`config.mk`:
```
export PLATFORM = sky130hd
export DESIGN_NAME = soc_event_domain
export DESIGN_NICKNAME = d
export VERILOG_FILES = /design/src/common/soc_event_pkg.sv /design/src/common/per_bus_if.sv /design/src/source/soc_event_domain.sv /design/src/source/soc_ctrl_regs.sv /design/src/source/apb_per_bridge.sv /design/src/cluster_events/event_dc_fifo.sv /design/src/cluster_events/edge_rx.sv
export VERILOG_INCLUDE_DIRS = /design/src /design/src/common
export SDC_FILE = /design/constraint.sdc
export NUM_CORES = 1
export LEC_CHECK = 0
export BUFFER_PORTS_ARGS = -buffer_cell sky130_fd_sc_hd__buf_2
export CORE_MARGIN = 2
export CORE_UTILIZATION = 25
export CTS_BUF_LIST = sky130_fd_sc_hd__clkbuf_8 sky130_fd_sc_hd__clkbuf_16
export CTS_CLUSTER_DIAMETER = 150
export DETAILED_ROUTE_END_ITERATION = 16
export GPL_ROUTABILITY_DRIVEN = 0
export GPL_TIMING_DRIVEN = 0
export PLACE_DENSITY_LB_ADDON = 0.1
export SYNTH_ARGS = -nofsm -noshare
export SYNTH_HDL_FRONTEND = slang
export SYNTH_SLANG_ARGS = --single-unit
```
`constraint.sdc`:
```
create_clock -name s_soc_clk -period 1.4 [get_ports s_soc_clk]
set_input_delay 0.07 -clock s_soc_clk [delete_from_list [all_inputs] [get_ports s_soc_clk]]
set_output_delay 0.07 -clock s_soc_clk [all_outputs]
set_load 0.05 [all_outputs]
```
`src/common/soc_event_defs.svh`:
```
// ************************************************
// soc event domain widths, depths and register map
// ************************************************

`ifndef SOC_EVENT_DEFS_SVH
`define SOC_EVENT_DEFS_SVH

// bus widths
`define SOC_APB_AW 32
`define SOC_DW 32
`define SOC_BE_W 4

// cluster side
`define SOC_NB_CORES 8
`define SOC_EVNT_W 8
`define SOC_EVT_FIFO_DEPTH 8

`define SOC_BOOT_ADDR_RST 32'h1C008080

// register byte offsets
`define SOC_REG_BOOT_ADDR 32'h0000_0000
`define SOC_REG_CL_CTRL 32'h0000_0004
`define SOC_REG_DBG_REQ 32'h0000_0008
`define SOC_REG_EVT_PUSH 32'h0000_000C
`define SOC_REG_EVT_STATUS 32'h0000_0010

`endif
```
`src/common/soc_event_pkg.sv`:
```
// ************************************************
// shared types of the soc event domain
// ************************************************

`include "soc_event_defs.svh"

package soc_event_pkg;

  // control register map
  typedef enum logic [`SOC_APB_AW-1:0] {
    REG_BOOT_ADDR  = `SOC_REG_BOOT_ADDR,
    REG_CL_CTRL    = `SOC_REG_CL_CTRL,
    REG_DBG_REQ    = `SOC_REG_DBG_REQ,
    REG_EVT_PUSH   = `SOC_REG_EVT_PUSH,
    REG_EVT_STATUS = `SOC_REG_EVT_STATUS
  } reg_addr_e;

  typedef enum logic {
    IDLE,
    WAIT_RESP
  } bridge_state_e;

  typedef logic [`SOC_EVNT_W-1:0] evt_data_t;

  // irq sits in bit 0, fetch_en in bit 2
  typedef struct packed {
    logic fetch_en;
    logic rstn;
    logic irq;
  } cl_ctrl_t;

  typedef struct packed {
    logic dma_pe_evt;
    logic dma_pe_irq;
    logic pf_evt;
    logic push_drop;
  } evt_status_t;

  typedef logic [`SOC_NB_CORES-1:0] core_mask_t;

endpackage

```
`src/common/per_bus_if.sv`:
```
// ************************************************
// peripheral request/grant bus
// ************************************************

`include "soc_event_defs.svh"

interface per_bus_if;

  // request side
  logic                   req;
  logic                   we;
  logic [`SOC_APB_AW-1:0] addr;
  logic [`SOC_DW-1:0]     wdata;
  logic [`SOC_BE_W-1:0]   be;

  // response side
  logic                   gnt;
  logic                   r_valid;
  logic [`SOC_DW-1:0]     rdata;

  modport master (
    output req, we, addr, wdata, be,
    input  gnt, r_valid, rdata
  );

  modport slave (
    input  req, we, addr, wdata, be,
    output gnt, r_valid, rdata
  );

endinterface

```
`src/source/soc_event_domain.sv`:
```
// ************************************************
// soc side control path toward the cluster
// apb bridge, control regs, event fifo and rx
// ************************************************

`include "soc_event_defs.svh"

module soc_event_domain (
  input  logic                                       s_soc_clk,
  input  logic                                       s_soc_rstn,
  input  logic                                       cluster_rstn_i,
  input  logic [`SOC_APB_AW-1:0]                     paddr_i,
  input  logic [`SOC_DW-1:0]                         pwdata_i,
  input  logic                                       pwrite_i,
  input  logic                                       psel_i,
  input  logic                                       penable_i,
  output logic [`SOC_DW-1:0]                         prdata_o,
  output logic                                       pready_o,
  output logic                                       pslverr_o,
  output logic                                       cluster_fetch_enable_o,
  output logic [`SOC_DW-1:0]                         cluster_boot_addr_o,
  output logic                                       cluster_irq_o,
  output logic                                       cluster_rstn_o,
  output soc_event_pkg::core_mask_t                  cluster_dbg_irq_valid_o,
  output logic [`SOC_EVT_FIFO_DEPTH-1:0]             cluster_events_wt_o,
  input  logic [`SOC_EVT_FIFO_DEPTH-1:0]             cluster_events_rp_i,
  output logic [`SOC_EVT_FIFO_DEPTH*`SOC_EVNT_W-1:0] cluster_events_da_o,
  input  logic                                       dma_pe_evt_valid_i,
  input  logic                                       dma_pe_irq_valid_i,
  input  logic                                       pf_evt_valid_i,
  output logic                                       dma_pe_evt_ack_o,
  output logic                                       dma_pe_irq_ack_o,
  output logic                                       pf_evt_ack_o
);

  soc_event_pkg::cl_ctrl_t   s_cl_ctrl;
  soc_event_pkg::evt_data_t  s_evt_data;
  logic                      s_evt_valid, s_evt_ready;
  logic                      s_dma_pe_evt, s_dma_pe_irq, s_pf_evt;
  logic                      s_rstn_cluster;

  per_bus_if s_per_bus ();

  // cluster reset gated by the control register
  assign s_rstn_cluster         = cluster_rstn_i & s_cl_ctrl.rstn;
  assign cluster_rstn_o         = s_rstn_cluster;
  assign cluster_fetch_enable_o = s_cl_ctrl.fetch_en;
  assign cluster_irq_o          = s_cl_ctrl.irq;

  apb_per_bridge i_apb_per_bridge (
    .s_soc_clk  (s_soc_clk),
    .s_soc_rstn (s_soc_rstn),
    .paddr_i    (paddr_i),
    .pwdata_i   (pwdata_i),
    .pwrite_i   (pwrite_i),
    .psel_i     (psel_i),
    .penable_i  (penable_i),
    .prdata_o   (prdata_o),
    .pready_o   (pready_o),
    .pslverr_o  (pslverr_o),
    .per        (s_per_bus.master)
  );

  soc_ctrl_regs i_soc_ctrl_regs (
    .s_soc_clk    (s_soc_clk),
    .s_soc_rstn   (s_soc_rstn),
    .per          (s_per_bus.slave),
    .evt_data_o   (s_evt_data),
    .evt_valid_o  (s_evt_valid),
    .evt_ready_i  (s_evt_ready),
    .dma_pe_evt_i (s_dma_pe_evt),
    .dma_pe_irq_i (s_dma_pe_irq),
    .pf_evt_i     (s_pf_evt),
    .cl_ctrl_o    (s_cl_ctrl),
    .boot_addr_o  (cluster_boot_addr_o),
    .dbg_req_o    (cluster_dbg_irq_valid_o)
  );

  // events toward the cluster
  event_dc_fifo i_event_dc_fifo (
    .s_soc_clk      (s_soc_clk),
    .rstn_i         (s_rstn_cluster),
    .data_i         (s_evt_data),
    .valid_i        (s_evt_valid),
    .ready_o        (s_evt_ready),
    .write_token_o  (cluster_events_wt_o),
    .read_pointer_i (cluster_events_rp_i),
    .data_async_o   (cluster_events_da_o)
  );

  // events from the cluster
  edge_rx i_edge_dma_pe_evt (
    .s_soc_clk (s_soc_clk),
    .rstn_i    (s_rstn_cluster),
    .valid_i   (dma_pe_evt_valid_i),
    .valid_o   (s_dma_pe_evt),
    .ack_o     (dma_pe_evt_ack_o)
  );

  edge_rx i_edge_dma_pe_irq (
    .s_soc_clk (s_soc_clk),
    .rstn_i    (s_rstn_cluster),
    .valid_i   (dma_pe_irq_valid_i),
    .valid_o   (s_dma_pe_irq),
    .ack_o     (dma_pe_irq_ack_o)
  );

  edge_rx i_edge_pf_evt (
    .s_soc_clk (s_soc_clk),
    .rstn_i    (s_rstn_cluster),
    .valid_i   (pf_evt_valid_i),
    .valid_o   (s_pf_evt),
    .ack_o     (pf_evt_ack_o)
  );

endmodule

```
`src/source/soc_ctrl_regs.sv`:
```
// ************************************************
// cluster control, debug request and event regs
// pushes events toward the cluster fifo
// ************************************************

`include "soc_event_defs.svh"

module soc_ctrl_regs (
  input  logic                        s_soc_clk,
  input  logic                        s_soc_rstn,
  per_bus_if.slave                    per,
  output soc_event_pkg::evt_data_t    evt_data_o,
  output logic                        evt_valid_o,
  input  logic                        evt_ready_i,
  input  logic                        dma_pe_evt_i,
  input  logic                        dma_pe_irq_i,
  input  logic                        pf_evt_i,
  output soc_event_pkg::cl_ctrl_t     cl_ctrl_o,
  output logic [`SOC_DW-1:0]          boot_addr_o,
  output soc_event_pkg::core_mask_t   dbg_req_o
);

  soc_event_pkg::reg_addr_e    reg_addr;
  soc_event_pkg::cl_ctrl_t     cl_ctrl_q;
  soc_event_pkg::core_mask_t   dbg_req_q;
  soc_event_pkg::evt_status_t  status_q, status_d;
  soc_event_pkg::evt_data_t    evt_data_q;
  logic [`SOC_DW-1:0]          boot_addr_q;
  logic [`SOC_DW-1:0]          rdata_d, rdata_q;
  logic [`SOC_DW-1:0]          wmask;
  logic                        r_valid_q, evt_valid_q;
  logic                        wr_en, rd_en, push_req, status_clr;

  // every request is granted at once
  assign per.gnt     = per.req;
  assign per.r_valid = r_valid_q;
  assign per.rdata   = rdata_q;

  assign reg_addr   = soc_event_pkg::reg_addr_e'(per.addr);
  assign wr_en      = per.req & per.we;
  assign rd_en      = per.req & ~per.we;
  assign push_req   = wr_en & per.be[0] & (reg_addr == soc_event_pkg::REG_EVT_PUSH);
  assign status_clr = rd_en & (reg_addr == soc_event_pkg::REG_EVT_STATUS);

  // byte enables expanded to a bit mask
  always_comb begin : be_mask
    for (int i = 0; i < `SOC_BE_W; i++) begin
      wmask[i*8 +: 8] = {8{per.be[i]}};
    end
  end

  always_comb begin : read_mux
    case (reg_addr)
      soc_event_pkg::REG_BOOT_ADDR:  rdata_d = boot_addr_q;
      soc_event_pkg::REG_CL_CTRL:    rdata_d = `SOC_DW'(cl_ctrl_q);
      soc_event_pkg::REG_DBG_REQ:    rdata_d = `SOC_DW'(dbg_req_q);
      soc_event_pkg::REG_EVT_PUSH:   rdata_d = `SOC_DW'(evt_ready_i);
      soc_event_pkg::REG_EVT_STATUS: rdata_d = `SOC_DW'(status_q);
      default:                       rdata_d = '0;
    endcase
  end

  // sticky events, a drop when the fifo is not ready
  always_comb begin : status_next
    status_d = status_clr ? '0 : status_q;
    status_d.dma_pe_evt = status_d.dma_pe_evt | dma_pe_evt_i;
    status_d.dma_pe_irq = status_d.dma_pe_irq | dma_pe_irq_i;
    status_d.pf_evt     = status_d.pf_evt | pf_evt_i;
    status_d.push_drop  = status_d.push_drop | (push_req & ~evt_ready_i) |
                          (evt_valid_q & ~evt_ready_i);
  end

  always_ff @(posedge s_soc_clk or negedge s_soc_rstn) begin : ctrl_regs
    if (!s_soc_rstn) begin
      boot_addr_q <= `SOC_BOOT_ADDR_RST;
      cl_ctrl_q   <= '0;
      dbg_req_q   <= '0;
      status_q    <= '0;
      r_valid_q   <= 1'b0;
      evt_valid_q <= 1'b0;
    end else begin
      r_valid_q   <= per.req & per.gnt;
      evt_valid_q <= push_req & evt_ready_i;
      status_q    <= status_d;
      if (wr_en) begin
        case (reg_addr)
          soc_event_pkg::REG_BOOT_ADDR:
            boot_addr_q <= (boot_addr_q & ~wmask) | (per.wdata & wmask);
          soc_event_pkg::REG_CL_CTRL:
            if (per.be[0]) cl_ctrl_q <= soc_event_pkg::cl_ctrl_t'(per.wdata[2:0]);
          soc_event_pkg::REG_DBG_REQ:
            if (per.be[0]) dbg_req_q <= per.wdata[`SOC_NB_CORES-1:0];
          default: ;
        endcase
      end
    end
  end

  // read data and event payload
  always_ff @(posedge s_soc_clk) begin : payload_regs
    if (per.req) begin
      rdata_q <= rdata_d;
    end
    if (push_req & evt_ready_i) begin
      evt_data_q <= per.wdata[`SOC_EVNT_W-1:0];
    end
  end

  assign evt_valid_o = evt_valid_q;
  assign evt_data_o  = evt_data_q;
  assign cl_ctrl_o   = cl_ctrl_q;
  assign boot_addr_o = boot_addr_q;
  assign dbg_req_o   = dbg_req_q;

endmodule

```
`src/source/apb_per_bridge.sv`:
```
// ************************************************
// apb target to peripheral request/grant bridge
// one request per access phase
// ************************************************

`include "soc_event_defs.svh"

module apb_per_bridge (
  input  logic                   s_soc_clk,
  input  logic                   s_soc_rstn,
  input  logic [`SOC_APB_AW-1:0] paddr_i,
  input  logic [`SOC_DW-1:0]     pwdata_i,
  input  logic                   pwrite_i,
  input  logic                   psel_i,
  input  logic                   penable_i,
  output logic [`SOC_DW-1:0]     prdata_o,
  output logic                   pready_o,
  output logic                   pslverr_o,
  per_bus_if.master              per
);

  soc_event_pkg::bridge_state_e state_q, state_d;
  logic access;

  assign access = psel_i & penable_i;

  // request fields follow the apb transfer directly
  assign per.we    = pwrite_i;
  assign per.addr  = paddr_i;
  assign per.wdata = pwdata_i;
  // apb3 carries no strobes so every access covers a full word
  assign per.be    = '1;

  always_comb begin : next_state
    state_d = state_q;
    per.req = 1'b0;
    case (state_q)
      soc_event_pkg::IDLE: begin
        if (access) begin
          per.req = 1'b1;
          if (per.gnt) begin
            state_d = soc_event_pkg::WAIT_RESP;
          end
        end
      end
      soc_event_pkg::WAIT_RESP: begin
        if (per.r_valid) begin
          state_d = soc_event_pkg::IDLE;
        end
      end
      default: state_d = soc_event_pkg::IDLE;
    endcase
  end

  always_ff @(posedge s_soc_clk or negedge s_soc_rstn) begin : state_reg
    if (!s_soc_rstn) begin
      state_q <= soc_event_pkg::IDLE;
    end else begin
      state_q <= state_d;
    end
  end

  // response completes the access phase
  assign pready_o  = (state_q == soc_event_pkg::WAIT_RESP) & per.r_valid;
  assign prdata_o  = per.rdata;
  assign pslverr_o = 1'b0;

endmodule

```
`src/cluster_events/event_dc_fifo.sv`:
```
// ************************************************
// write side of the token-ring event fifo
// slots are read directly by the cluster
// ************************************************

`include "soc_event_defs.svh"

module event_dc_fifo (
  input  logic                                         s_soc_clk,
  input  logic                                         rstn_i,
  input  soc_event_pkg::evt_data_t                     data_i,
  input  logic                                         valid_i,
  output logic                                         ready_o,
  output logic [`SOC_EVT_FIFO_DEPTH-1:0]               write_token_o,
  input  logic [`SOC_EVT_FIFO_DEPTH-1:0]               read_pointer_i,
  output logic [`SOC_EVT_FIFO_DEPTH*`SOC_EVNT_W-1:0]   data_async_o
);

  localparam int DEPTH = `SOC_EVT_FIFO_DEPTH;

  soc_event_pkg::evt_data_t [DEPTH-1:0] slot_q;
  logic [DEPTH-1:0] wr_token_q, wr_token_d;
  logic [DEPTH-1:0] rp_meta_q, rp_sync_q;
  logic             ready_q;
  logic             push;

  // advance a one-hot token by one slot
  function automatic logic [DEPTH-1:0] rotate_token(input logic [DEPTH-1:0] tok);
    return {tok[DEPTH-2:0], tok[DEPTH-1]};
  endfunction

  assign push       = valid_i & ready_q;
  assign wr_token_d = push ? rotate_token(wr_token_q) : wr_token_q;

  // ************************************************
  // token, pointer synchronizer and ready
  // ************************************************

  always_ff @(posedge s_soc_clk or negedge rstn_i) begin : ring_ctrl
    if (!rstn_i) begin
      wr_token_q <= DEPTH'(1);
      rp_meta_q  <= DEPTH'(1);
      rp_sync_q  <= DEPTH'(1);
      ready_q    <= 1'b0;
    end else begin
      wr_token_q <= wr_token_d;
      rp_meta_q  <= read_pointer_i;
      rp_sync_q  <= rp_meta_q;
      // full keeps one slot free between token and pointer
      ready_q    <= (rotate_token(wr_token_d) != rp_sync_q);
    end
  end

  // slot storage, written at the token position
  always_ff @(posedge s_soc_clk) begin : slot_write
    for (int i = 0; i < DEPTH; i++) begin
      if (push && wr_token_q[i]) begin
        slot_q[i] <= data_i;
      end
    end
  end

  assign ready_o       = ready_q;
  assign write_token_o = wr_token_q;
  assign data_async_o  = slot_q;

endmodule

```
`src/cluster_events/edge_rx.sv`:
```
// ************************************************
// cluster event receiver
// level from the cluster to a one-cycle pulse
// ************************************************

module edge_rx (
  input  logic s_soc_clk,
  input  logic rstn_i,
  input  logic valid_i,
  output logic valid_o,
  output logic ack_o
);

  logic [1:0] sync_q;
  logic       last_q;

  // two-flop synchronizer plus history flop
  always_ff @(posedge s_soc_clk or negedge rstn_i) begin : sync_regs
    if (!rstn_i) begin
      sync_q <= 2'b00;
      last_q <= 1'b0;
    end else begin
      sync_q <= {sync_q[0], valid_i};
      last_q <= sync_q[1];
    end
  end

  // rising edge of the synchronized level
  assign valid_o = sync_q[1] & ~last_q;

  // cluster sees its own level come back
  assign ack_o = sync_q[1];

endmodule

```
Yosys cells after proc, flatten, opt, wreduce, memory -nomap -nowiden
Index checks and enable logic that the tools add are counted.
Word-level totals
  register bits: 188
  bits of input ports: 81
Operators by class
  equal/unequal tests: 5
  muxes and demuxes: 9
  reduce and logical (&&, ||, !) cells: 12
  bitwise operators: 25
Operators with widths (number)
  one-hot mux 32 bit (5 select lines): 1
  equality test 32 x 4 -> 1 bit (second input constant): 2
  equality test 32 x 3 -> 1 bit (second input constant): 1
  equality test 32 x 5 -> 1 bit (second input constant): 1
  zero test 32 bit: 1
  bitwise AND 1 bit: 14
  logical AND 1 bit: 8
  two-way mux 8 bit: 1
  != test 8 bit: 1
  NOT 1 bit: 6
  AND reduction 2 bit: 3
  two-way mux 1 bit: 5
  bitwise OR 1 bit: 5
  two-way mux 4 bit: 1
  one-hot mux 1 bit (2 select lines): 1

Depth between registers and ports, before layout
Gate-level depths: netlist of run 1.
  word-level depth: 8
  mapped depth: 6

Hierarchy
A second synthesis of run 1 with hierarchy kept.
Second synthesis, totals
  cells, all modules: 488
  area, all modules: 7606.0 um^2
By module, submodules not included
  soc_ctrl_regs: instances 1, seq. area each 2433.6 um^2, cells each 226, area each 3627.2 um^2
  event_dc_fifo: instances 1, seq. area each 2551.2 um^2, cells each 139, area each 2879.0 um^2
  apb_per_bridge: instances 1, seq. area each 25.0 um^2, cells each 110, area each 827.0 um^2
  edge_rx: instances 3, seq. area each 75.1 um^2, cells each 4, area each 88.8 um^2
  soc_event_domain: instances 1, seq. area each 0.0 um^2, cells each 1, area each 6.3 um^2

Worst setup path after synthesis of run 1
No wires, ideal clock.
  kind: reg2reg
  start point: register i_apb_per_bridge.state_q
  end point: register i_soc_ctrl_regs.status_q[1] in the netlist's numbering
  stages on the path, launching flop included: 5
  arrival time: 1.912 ns
  required time: 1.257 ns
  buffers on the path: 0
  path slack: -0.655 ns
  cell sequence: dfrtp_1 -> and3b_1 -> nand4b_1 -> nor3_1 -> o22ai_1
RTL lines
  start, declared: RTL line apb_per_bridge.sv:22  | soc_event_pkg::bridge_state_e state_q, state_d;
  start signal, assigned: RTL line apb_per_bridge.sv:57  | state_q <= soc_event_pkg::IDLE;
  start signal, assigned: RTL line apb_per_bridge.sv:59  | state_q <= state_d;
  end signal, assigned: RTL line soc_ctrl_regs.sv:84  | status_q <= status_d;
  end, declared: RTL line soc_ctrl_regs.sv:26  | soc_event_pkg::evt_status_t status_q, status_d;

Worst setup path in the final report of run 1
  start point: register i_apb_per_bridge.state_q
  end point: register i_soc_ctrl_regs.boot_addr_q[18] (netlist: i_soc_ctrl_regs.boot_addr_o[18])
Between the ends
  word-level cells in the longest chain between the ends: 3
RTL lines
  two-way mux 1 bit: RTL line apb_per_bridge.sv:37  | case (state_q)
  bitwise AND 1 bit: RTL line soc_ctrl_regs.sv:40  | assign wr_en = per.req & per.we;
  AND reduction 2 bit (no line)
  end signal, assigned: RTL line soc_ctrl_regs.sv:75  | boot_addr_q <= `SOC_BOOT_ADDR_RST;
  end signal, assigned: RTL line soc_ctrl_regs.sv:88  | boot_addr_q <= (boot_addr_q & ~wmask) | (per.wdata & wmask);
  end, declared: RTL line soc_ctrl_regs.sv:28  | logic [`SOC_DW-1:0] boot_addr_q;
No other way between the ends.
A chain may end at the register's enable or synchronous reset.

==> out/results.md, run 1 <==
- 2544 — number of fill cells
- 12900 um — sum of net half-perimeters after detailed placement
- 0 — post-route antenna net violation count
- 233 — # IOs
- edfxtp_1 46%, dfrtp_1 28%, mux2_1 5.0% — ranking of synthesized cells by area
- 0.0450 ns — hold slack final
- 1.71 ns — final period demand of the worst path
- 228 — number of buffer cells added on primary ports
- 0.713 ns — transition time at the pin with the least slew margin
- 4503 — count of vias placed by the detailed router
- 0 — remaining routing DRC violations
- 44 — Synth cell types
- 52.5% — worst slew margin relative to its limit
- simple AND/OR/NAND/NOR gates — combinational family with the most area after synthesis
- 28500 um2 — die outline area
- 17.5 um — average detailed-routed wire length per instance
- 188 — clk sinks
- 17 — number of buffers created by CTS
- 0 — count of final max-slew check failures
- 25.3% — initial standard-cell utilization of the core
- 226 — drt initial violations
- yes — unrepaired setup endpoints after global routing
- 8.51% — share of synthesized area spent on multiplexers
- 0 — number of hold-slack violations in the final timing report
- 67 — final setup vio count
- -0.310 ns — final worst setup slack
- 28100 um — wire length of the first global-routing pass
- 46.1% — post-synth top area share
- 226 x buf_2, 104 x edfxtp_1, 70 x dfrtp_1 — commonest non-fill, non-tap cells in the layout
- 18700 um — post-detailed-routing wire length
- built — CTS tree
- 5 — peak fanout along the critical path
- setup timing — failing checks
- 0% — xor and xnor fraction of the mapped netlist area
- 3.06% — area fraction in compound gates after synthesis
- 2 — number of buffers on the longest clock path
- 4 — H-tree levels
- complete, but fails checks — status
- input pin to flop — HP Class
- 0 — Yosys warning total
- 9.10% — basic-gate share of the synthesized area counting and, or, nand and nor cells
- clkbuf_16 — CTS root buffer
- 54.1% — Area Overhead vs Synth
- 0.42 ns — clock latency of the later-clocked register in the worst-skew pair
- 474 — number of nets in the synthesized netlist
- 188 — synthesized flop and latch total
- 0.585 GHz — achievable frequency
- 0 — initial antenna violation count
- 0.643 mV — peak supply drop
- 800 — final net count
- 4.20 — via density per instance
- -15.47 ns — total negative slack
- flop — kind of start point of the critical path
- 13.2% — Total GRT Usage
- 0 — total grt overflow
- 122% — Period Utilization, post-route
- 4 — TritonRoute pass-1 iters
- 60 — num rows
- 57.0% — share of post-route cells with drive strength above 1
- 0 — number of antenna diodes
- 169 um — die outline height
- 39.0% — final core utilization
- buf_2 — commonest non-fill, non-tap cell in the layout
- 1150 nW/um2 — P per Cell Area
- 2.01 ns — critical path arrival
- 169 um — Die X-Extent
- 0.07 ns — CTS clock-pin slew for the worst setup and hold paths
- edfxtp_1 — dominant cell type by area after synthesis
- 17.3 um2 — average instance area after synthesis
- flop — nature of the critical path endpoint
- 393 — post-synthesis instance total
- 51 — pin count of the biggest net entering global routing
- 0.0109 ns — Max Clock Skew
- 0% — adder-cell share of the synthesized area
- 77.2% — Seq/Total Area, Yosys
- 6780 um2 — Post-Syn Area
- 0.00463 uW — leakage power of the design
- 26800 um2 — core area
- 4727 — via count of the first global-routing pass
- 0 — number of max-capacitance violations reported
- 1.70 ns — endpoint required time on the critical path
- flop to flop — critical setup path kind
==> flip-flops by register name, summed over array words and instances, names as in the netlist, 2 cells and up <==
register and count:
i_soc_ctrl_regs.boot_addr_o 32, i_event_dc_fifo.data_async_o 64, i_soc_ctrl_regs.evt_data_o 8, i_soc_ctrl_regs.per.rdata 32
i_event_dc_fifo.write_token_o 8, i_edge_dma_pe_irq.sync_q 2, i_soc_ctrl_regs.cl_ctrl_o 3, i_soc_ctrl_regs.status_q 4
i_edge_dma_pe_evt.sync_q 2, i_edge_pf_evt.sync_q 2, i_event_dc_fifo.rp_meta_q 8, i_soc_ctrl_regs.dbg_req_o 8
i_event_dc_fifo.rp_sync_q 8
==> critical path: stages, from the launching register on <==
cell and delay [ns]:
dfrtp_1 0.38, and4b_2 0.31, nor4b_4 0.23, buf_6 0.21
buf_12 0.14, mux2_4 0.30
==> layer usage <==
| layer | GRT usage (%) | vias to the layer above | wire [um] |
|---|---|---|---|
| li1 | - | 2106 | - |
| met1 | 16.8 | 2230 | 8260 |
| met2 | 21.7 | 149 | 9060 |
| met3 | 3.58 | 18 | 1010 |
| met4 | 4.80 | 0 | 399 |
| met5 | 0 | - | 0 |
==> per-stage QoR <==
step / std cells / cell area [um2] / setup WS, ns / power, uW
floorplan: 393 / 7000 / -0.340 / 6620
global placement: 962 / 8570 / -0.796 / 6930
detailed placement: 962 / 8570 / -0.891 / 6940
CTS: 1063 / 10300 / -0.288 / 12200
global route: 1073 / 10400 / -0.388 / 12500
finish: 1073 / 10400 / -0.310 / 12000
==> synth_stat cells <==
cell       number
nand2_1         8
nor4b_1         3
dfrtp_1        76
buf_6           3
o31a_1          1
and4b_1         1
nor3_4          1
a21oi_1         7
o22ai_1         4
nand3_1        10
nor3b_1         1
inv_1          15
nor4_1          3
mux4_2          1
nand4b_1        2
nor4_2          4
a31oi_1         1
and3_1          5
or2_2           2
buf_2           2
nor4b_4         1
clkbuf_1        7
a21boi_0        2
edfxtp_1      104
buf_4           1
nand4_1         4
nor2b_1         3
dfstp_2         8
mux2i_1         7
mux2_1         30
a21o_1          1
o21bai_1        2
conb_1          1
a2bb2oi_1       4
or3b_2          2
and2_1         26
mux2_2         13
buf_1           2
or2_1           1
nor2_1          7
and3b_1         1
a21bo_2         6
nand4_2         1
nor3_1          9
==> power by group <==
| part | total [uW] | internal (uW) | switching, uW |
|---|---|---|---|
| Combinational | 1080 | 441 | 642 |
| Sequential | 6020 | 5970 | 46.8 |
| Clock | 4930 | 2730 | 2200 |
==> cell type report <==
class / count / area (um2) / share of cell area, %
inverters: 15 / 73.8 / 0.707
multi-input cells: 177 / 1890 / 18.1
repair buffers: 305 / 2020 / 19.3
plain buffers: 15 / 193 / 1.84
clock inverters: 14 / 163 / 1.56
clock buffers: 18 / 439 / 4.20
flip-flops and latches: 188 / 5240 / 50.2
well taps: 341 / 427 / 4.08
==> kinds of logic (layout without fill, tap and decap cells) <==
kind of cell	Yosys count	count (layout)
muxes	51	51
and+or+nand+nor	95	97
DFF	188	188
other	1	1
AOI/OAI and AO/OA	28	28
buffers and inverters	30	367
==> path summary, 6_finish.rpt <==
check | slack, ns | startpoint | to | cells after the start
worst max register to register | -0.31 | i_apb_per_bridge.state_q$_DFF_PN0_ | i_soc_ctrl_regs.boot_addr_o[18]$_DFFE_PN0P_ | 5
worst min register to register | 0.35 | i_event_dc_fifo.rp_meta_q[7]$_DFF_PN0_ | i_event_dc_fifo.rp_sync_q[7]$_DFF_PN0_ | 0
max in group asynchronous | 0.62 | i_soc_ctrl_regs.cl_ctrl_o[1]$_DFFE_PN0P_ | i_event_dc_fifo.write_token_o[0]$_DFF_PN1_ | 2
min in group asynchronous | 0.24 | s_soc_rstn | i_soc_ctrl_regs.boot_addr_o[14]$_DFFE_PN0P_ | 2
worst max-delay path | -0.31 | i_apb_per_bridge.state_q$_DFF_PN0_ | i_soc_ctrl_regs.boot_addr_o[18]$_DFFE_PN0P_ | 5
worst min-delay path | 0.05 | paddr_i[4] | i_soc_ctrl_regs.per.rdata[0]$_DFFE_PN_ | 3
==> repair_timing <==
| item | CTS | global route |
|---|---|---|
| setup buffers | 21 | 8 |
| resized for setup | 90 | 23 |
| endpoints found under the hold margin | 141 | 46 |
| hold buffers | 43 | 2 |
| pin swaps | 14 | 3 |
| setup endpoints to repair | 163 | 136 |
| gates cloned | 5 | 2 |
Note: power is estimated with default switching activity, not from simulation.
==> run 2, diff against run 1 <==
Settings changed: TNS_END_PERCENT from default to 5.
==> out/results.md, run 2 (synthesis results as in run 1) <==
- 249 — drt initial violations, +10%
- 5 — peak fanout along the critical path, unchanged
- 65.0% — worst slew margin relative to its limit, +13 points
- -0.923 ns — worst slack at placement, -0.0322 ns
- 79 — final setup vio count, +18%
- 2618 — number of fill cells, +2.9%
- built — CTS tree
- 8410 um2 — placed standard-cell area, -1.8%
- 169 um — Die X-Extent, unchanged
- 1.77 ns — final period demand of the worst path, +0.0607 ns
- 31 — number of hold-slack violations in the final timing report, +31
- 50.8% — Reg power frac, +0.7 points
- -0.279 ns — hold slack final, -0.324 ns
- 26800 um2 — core area, unchanged
- 0.565 GHz — achievable frequency, -3.4%
- 4443 — count of vias placed by the detailed router, -1.3%
- 4.23 — via density per instance, +0.83%
- complete, but fails checks — status
- 0 — count of final max-slew check failures, unchanged
- 12800 um — sum of net half-perimeters after detailed placement, -0.60%
- 228 — number of buffer cells added on primary ports, unchanged
- 0 — remaining routing DRC violations, unchanged
- 777 — final net count, -2.9%
- 228 x buf_2, 104 x edfxtp_1, 74 x dfrtp_1 — commonest non-fill, non-tap cells in the layout
- flop — nature of the critical path endpoint
- 12.9% — Total GRT Usage, -0.31 points
- clkbuf_16 — CTS root buffer
- 0.714 mV — peak supply drop, +11%
- 64 — Largest register FFs, unchanged
- flop — kind of start point of the critical path
- flop to flop — critical setup path kind
- 0.07 ns — CTS clock-pin slew for the worst setup and hold paths, about the same
- -0.370 ns — final worst setup slack, -0.0607 ns
- 4 — TritonRoute pass-1 iters, unchanged
- 9950 um2 — final non-filler cell area, -4.7%
- 7.9% — Logic pwr share, -1.1 points
- 0 — total grt overflow, unchanged
- 4627 — via count of the first global-routing pass, -2.1%
- 2 — number of buffers on the longest clock path, unchanged
- 1190 nW/um2 — P per Cell Area, +3.4%
- 2.08 ns — critical path arrival, +0.07 ns
- 0.41 ns — crit-path max cell delay, +0.03 ns
- 18300 um — post-detailed-routing wire length, -2.5%
- 28500 um2 — die outline area, unchanged
- 17 — number of buffers created by CTS, unchanged
- 0 — number of antenna diodes, unchanged
- 0.00440 uW — leakage power of the design, -4.9%
- 53.7% — share of post-route cells with drive strength above 1, -3.2 points
- 60 — num rows, unchanged
- 25.3% — initial standard-cell utilization of the core, unchanged
- 0.524 ns — transition time at the pin with the least slew margin, -0.189 ns
- 0.43 ns — clock latency of the later-clocked register in the worst-skew pair, about the same
- -21.74 ns — total negative slack, -6.27 ns
- hold timing, setup timing — failing checks
- 0 — initial antenna violation count, unchanged
- yes — unrepaired setup endpoints after global routing
- 8870 uW — cell internal pwr, -3.0%
- and4b_2 > nor4b_4 > buf_6 > clkbuf_16 > mux2_4 — ordered cell list for the critical path
- 0 — post-route antenna net violation count, unchanged
- 51 — pin count of the biggest net entering global routing, unchanged
- dfrtp_1 — slowest library cell on the worst path
- 233 — # IOs, unchanged
- 2980 uW — switching component of the power, +3.3%
- 4 — H-tree levels, unchanged
- input pin to async pin — HP Class
- 188 — clk sinks, unchanged
- 169 um — die outline height, unchanged
- 126% — Period Utilization, post-route, +4.3 points
- 25.2% — Switching Fraction, +1.2 points
- buf_2 — commonest non-fill, non-tap cell in the layout
- 37.1% — final core utilization, -1.8 points
- i_apb_per_bridge.state_q$_DFF_PN0_ — critical register-to-register path startpoint
- 41.3% — clock network power share, +0.4 points
- i_apb_per_bridge.state_q$_DFF_PN0_ — Setup crit start
- 17.4 um — average detailed-routed wire length per instance, -0.38%
- 0.0113 ns — Max Clock Skew, +0.000379 ns
- 27300 um — wire length of the first global-routing pass, -2.7%
- 1.71 ns — endpoint required time on the critical path, about the same
- 46.8% — Area Overhead vs Synth
- 0 — number of max-capacitance violations reported, unchanged
[run 2: layout make-up]
class	count	area, um2	area share, %
clock inverter	15	178	1.78
timing repair buffer	285	1770	17.7
buffer	13	128	1.28
inverter	15	78.8	0.792
multi-input combinational	176	1710	17.2
tap	341	427	4.29
sequential	188	5240	52.6
clock buffer	17	425	4.27
[run 2: worst paths after layout]
kind | to | slack (ns) | cells past startpoint
worst max-delay path | i_soc_ctrl_regs.boot_addr_o[22]$_DFFE_PN0P_ | -0.37 | 5
worst min-delay path | i_edge_pf_evt.sync_q[0]$_DFF_PN0_ | -0.28 | 2
worst max register to register | i_soc_ctrl_regs.boot_addr_o[22]$_DFFE_PN0P_ | -0.37 | 5
worst min register to register | i_event_dc_fifo.rp_sync_q[5]$_DFF_PN0_ | 0.35 | 0
max in group asynchronous | i_event_dc_fifo.ready_o$_DFF_PN0_ | 0.61 | 1
min in group s_soc_clk | i_soc_ctrl_regs.status_q[2]$_DFF_PN0_ | 0.11 | 4
[run 2: through the flow]
step,power [uW],instances
after floorplan,6610,393
after global placement,6910,962
after detailed placement,6910,962
after CTS,12000,1047
after global routing,12300,1050
final,11900,1050
[run 2: what timing repair did]
item,CTS,global route
hold buffers,43,1
gates cloned,2,1
setup buffers,10,0
pin swaps,3,2
endpoints found under the setup margin,187,135
endpoints found under the hold margin,138,50
resized for setup,73,15
[run 2: critical path: cells and delay by family (launching register included)]
family                 cells  cell delay (ns)
buffers and inverters      2             0.38
AND/OR/NAND/NOR            2             0.58
multiplexers               1             0.29
flip-flops                 1             0.41
[run 2: power by group through the flow]
stage                     sequential, uW  combinational (uW)  clock, uW
after detailed placement            6140                 773          0
after global routing                6040                 990       5310
final                               6020                 933       4900
after floorplan                     6440                 164          0
after CTS                           6020                 938       5050
after global placement              6140                 767          0
[run 2: routing by layer]
layer  routed length [um]  up-vias  track usage [%]
met5                    0        -                0
met4                  455        0             4.80
met3                 1160       23             3.83
met2                 8670      162             20.8
met1                 7970     2203             16.4
li1                     -     2055                -
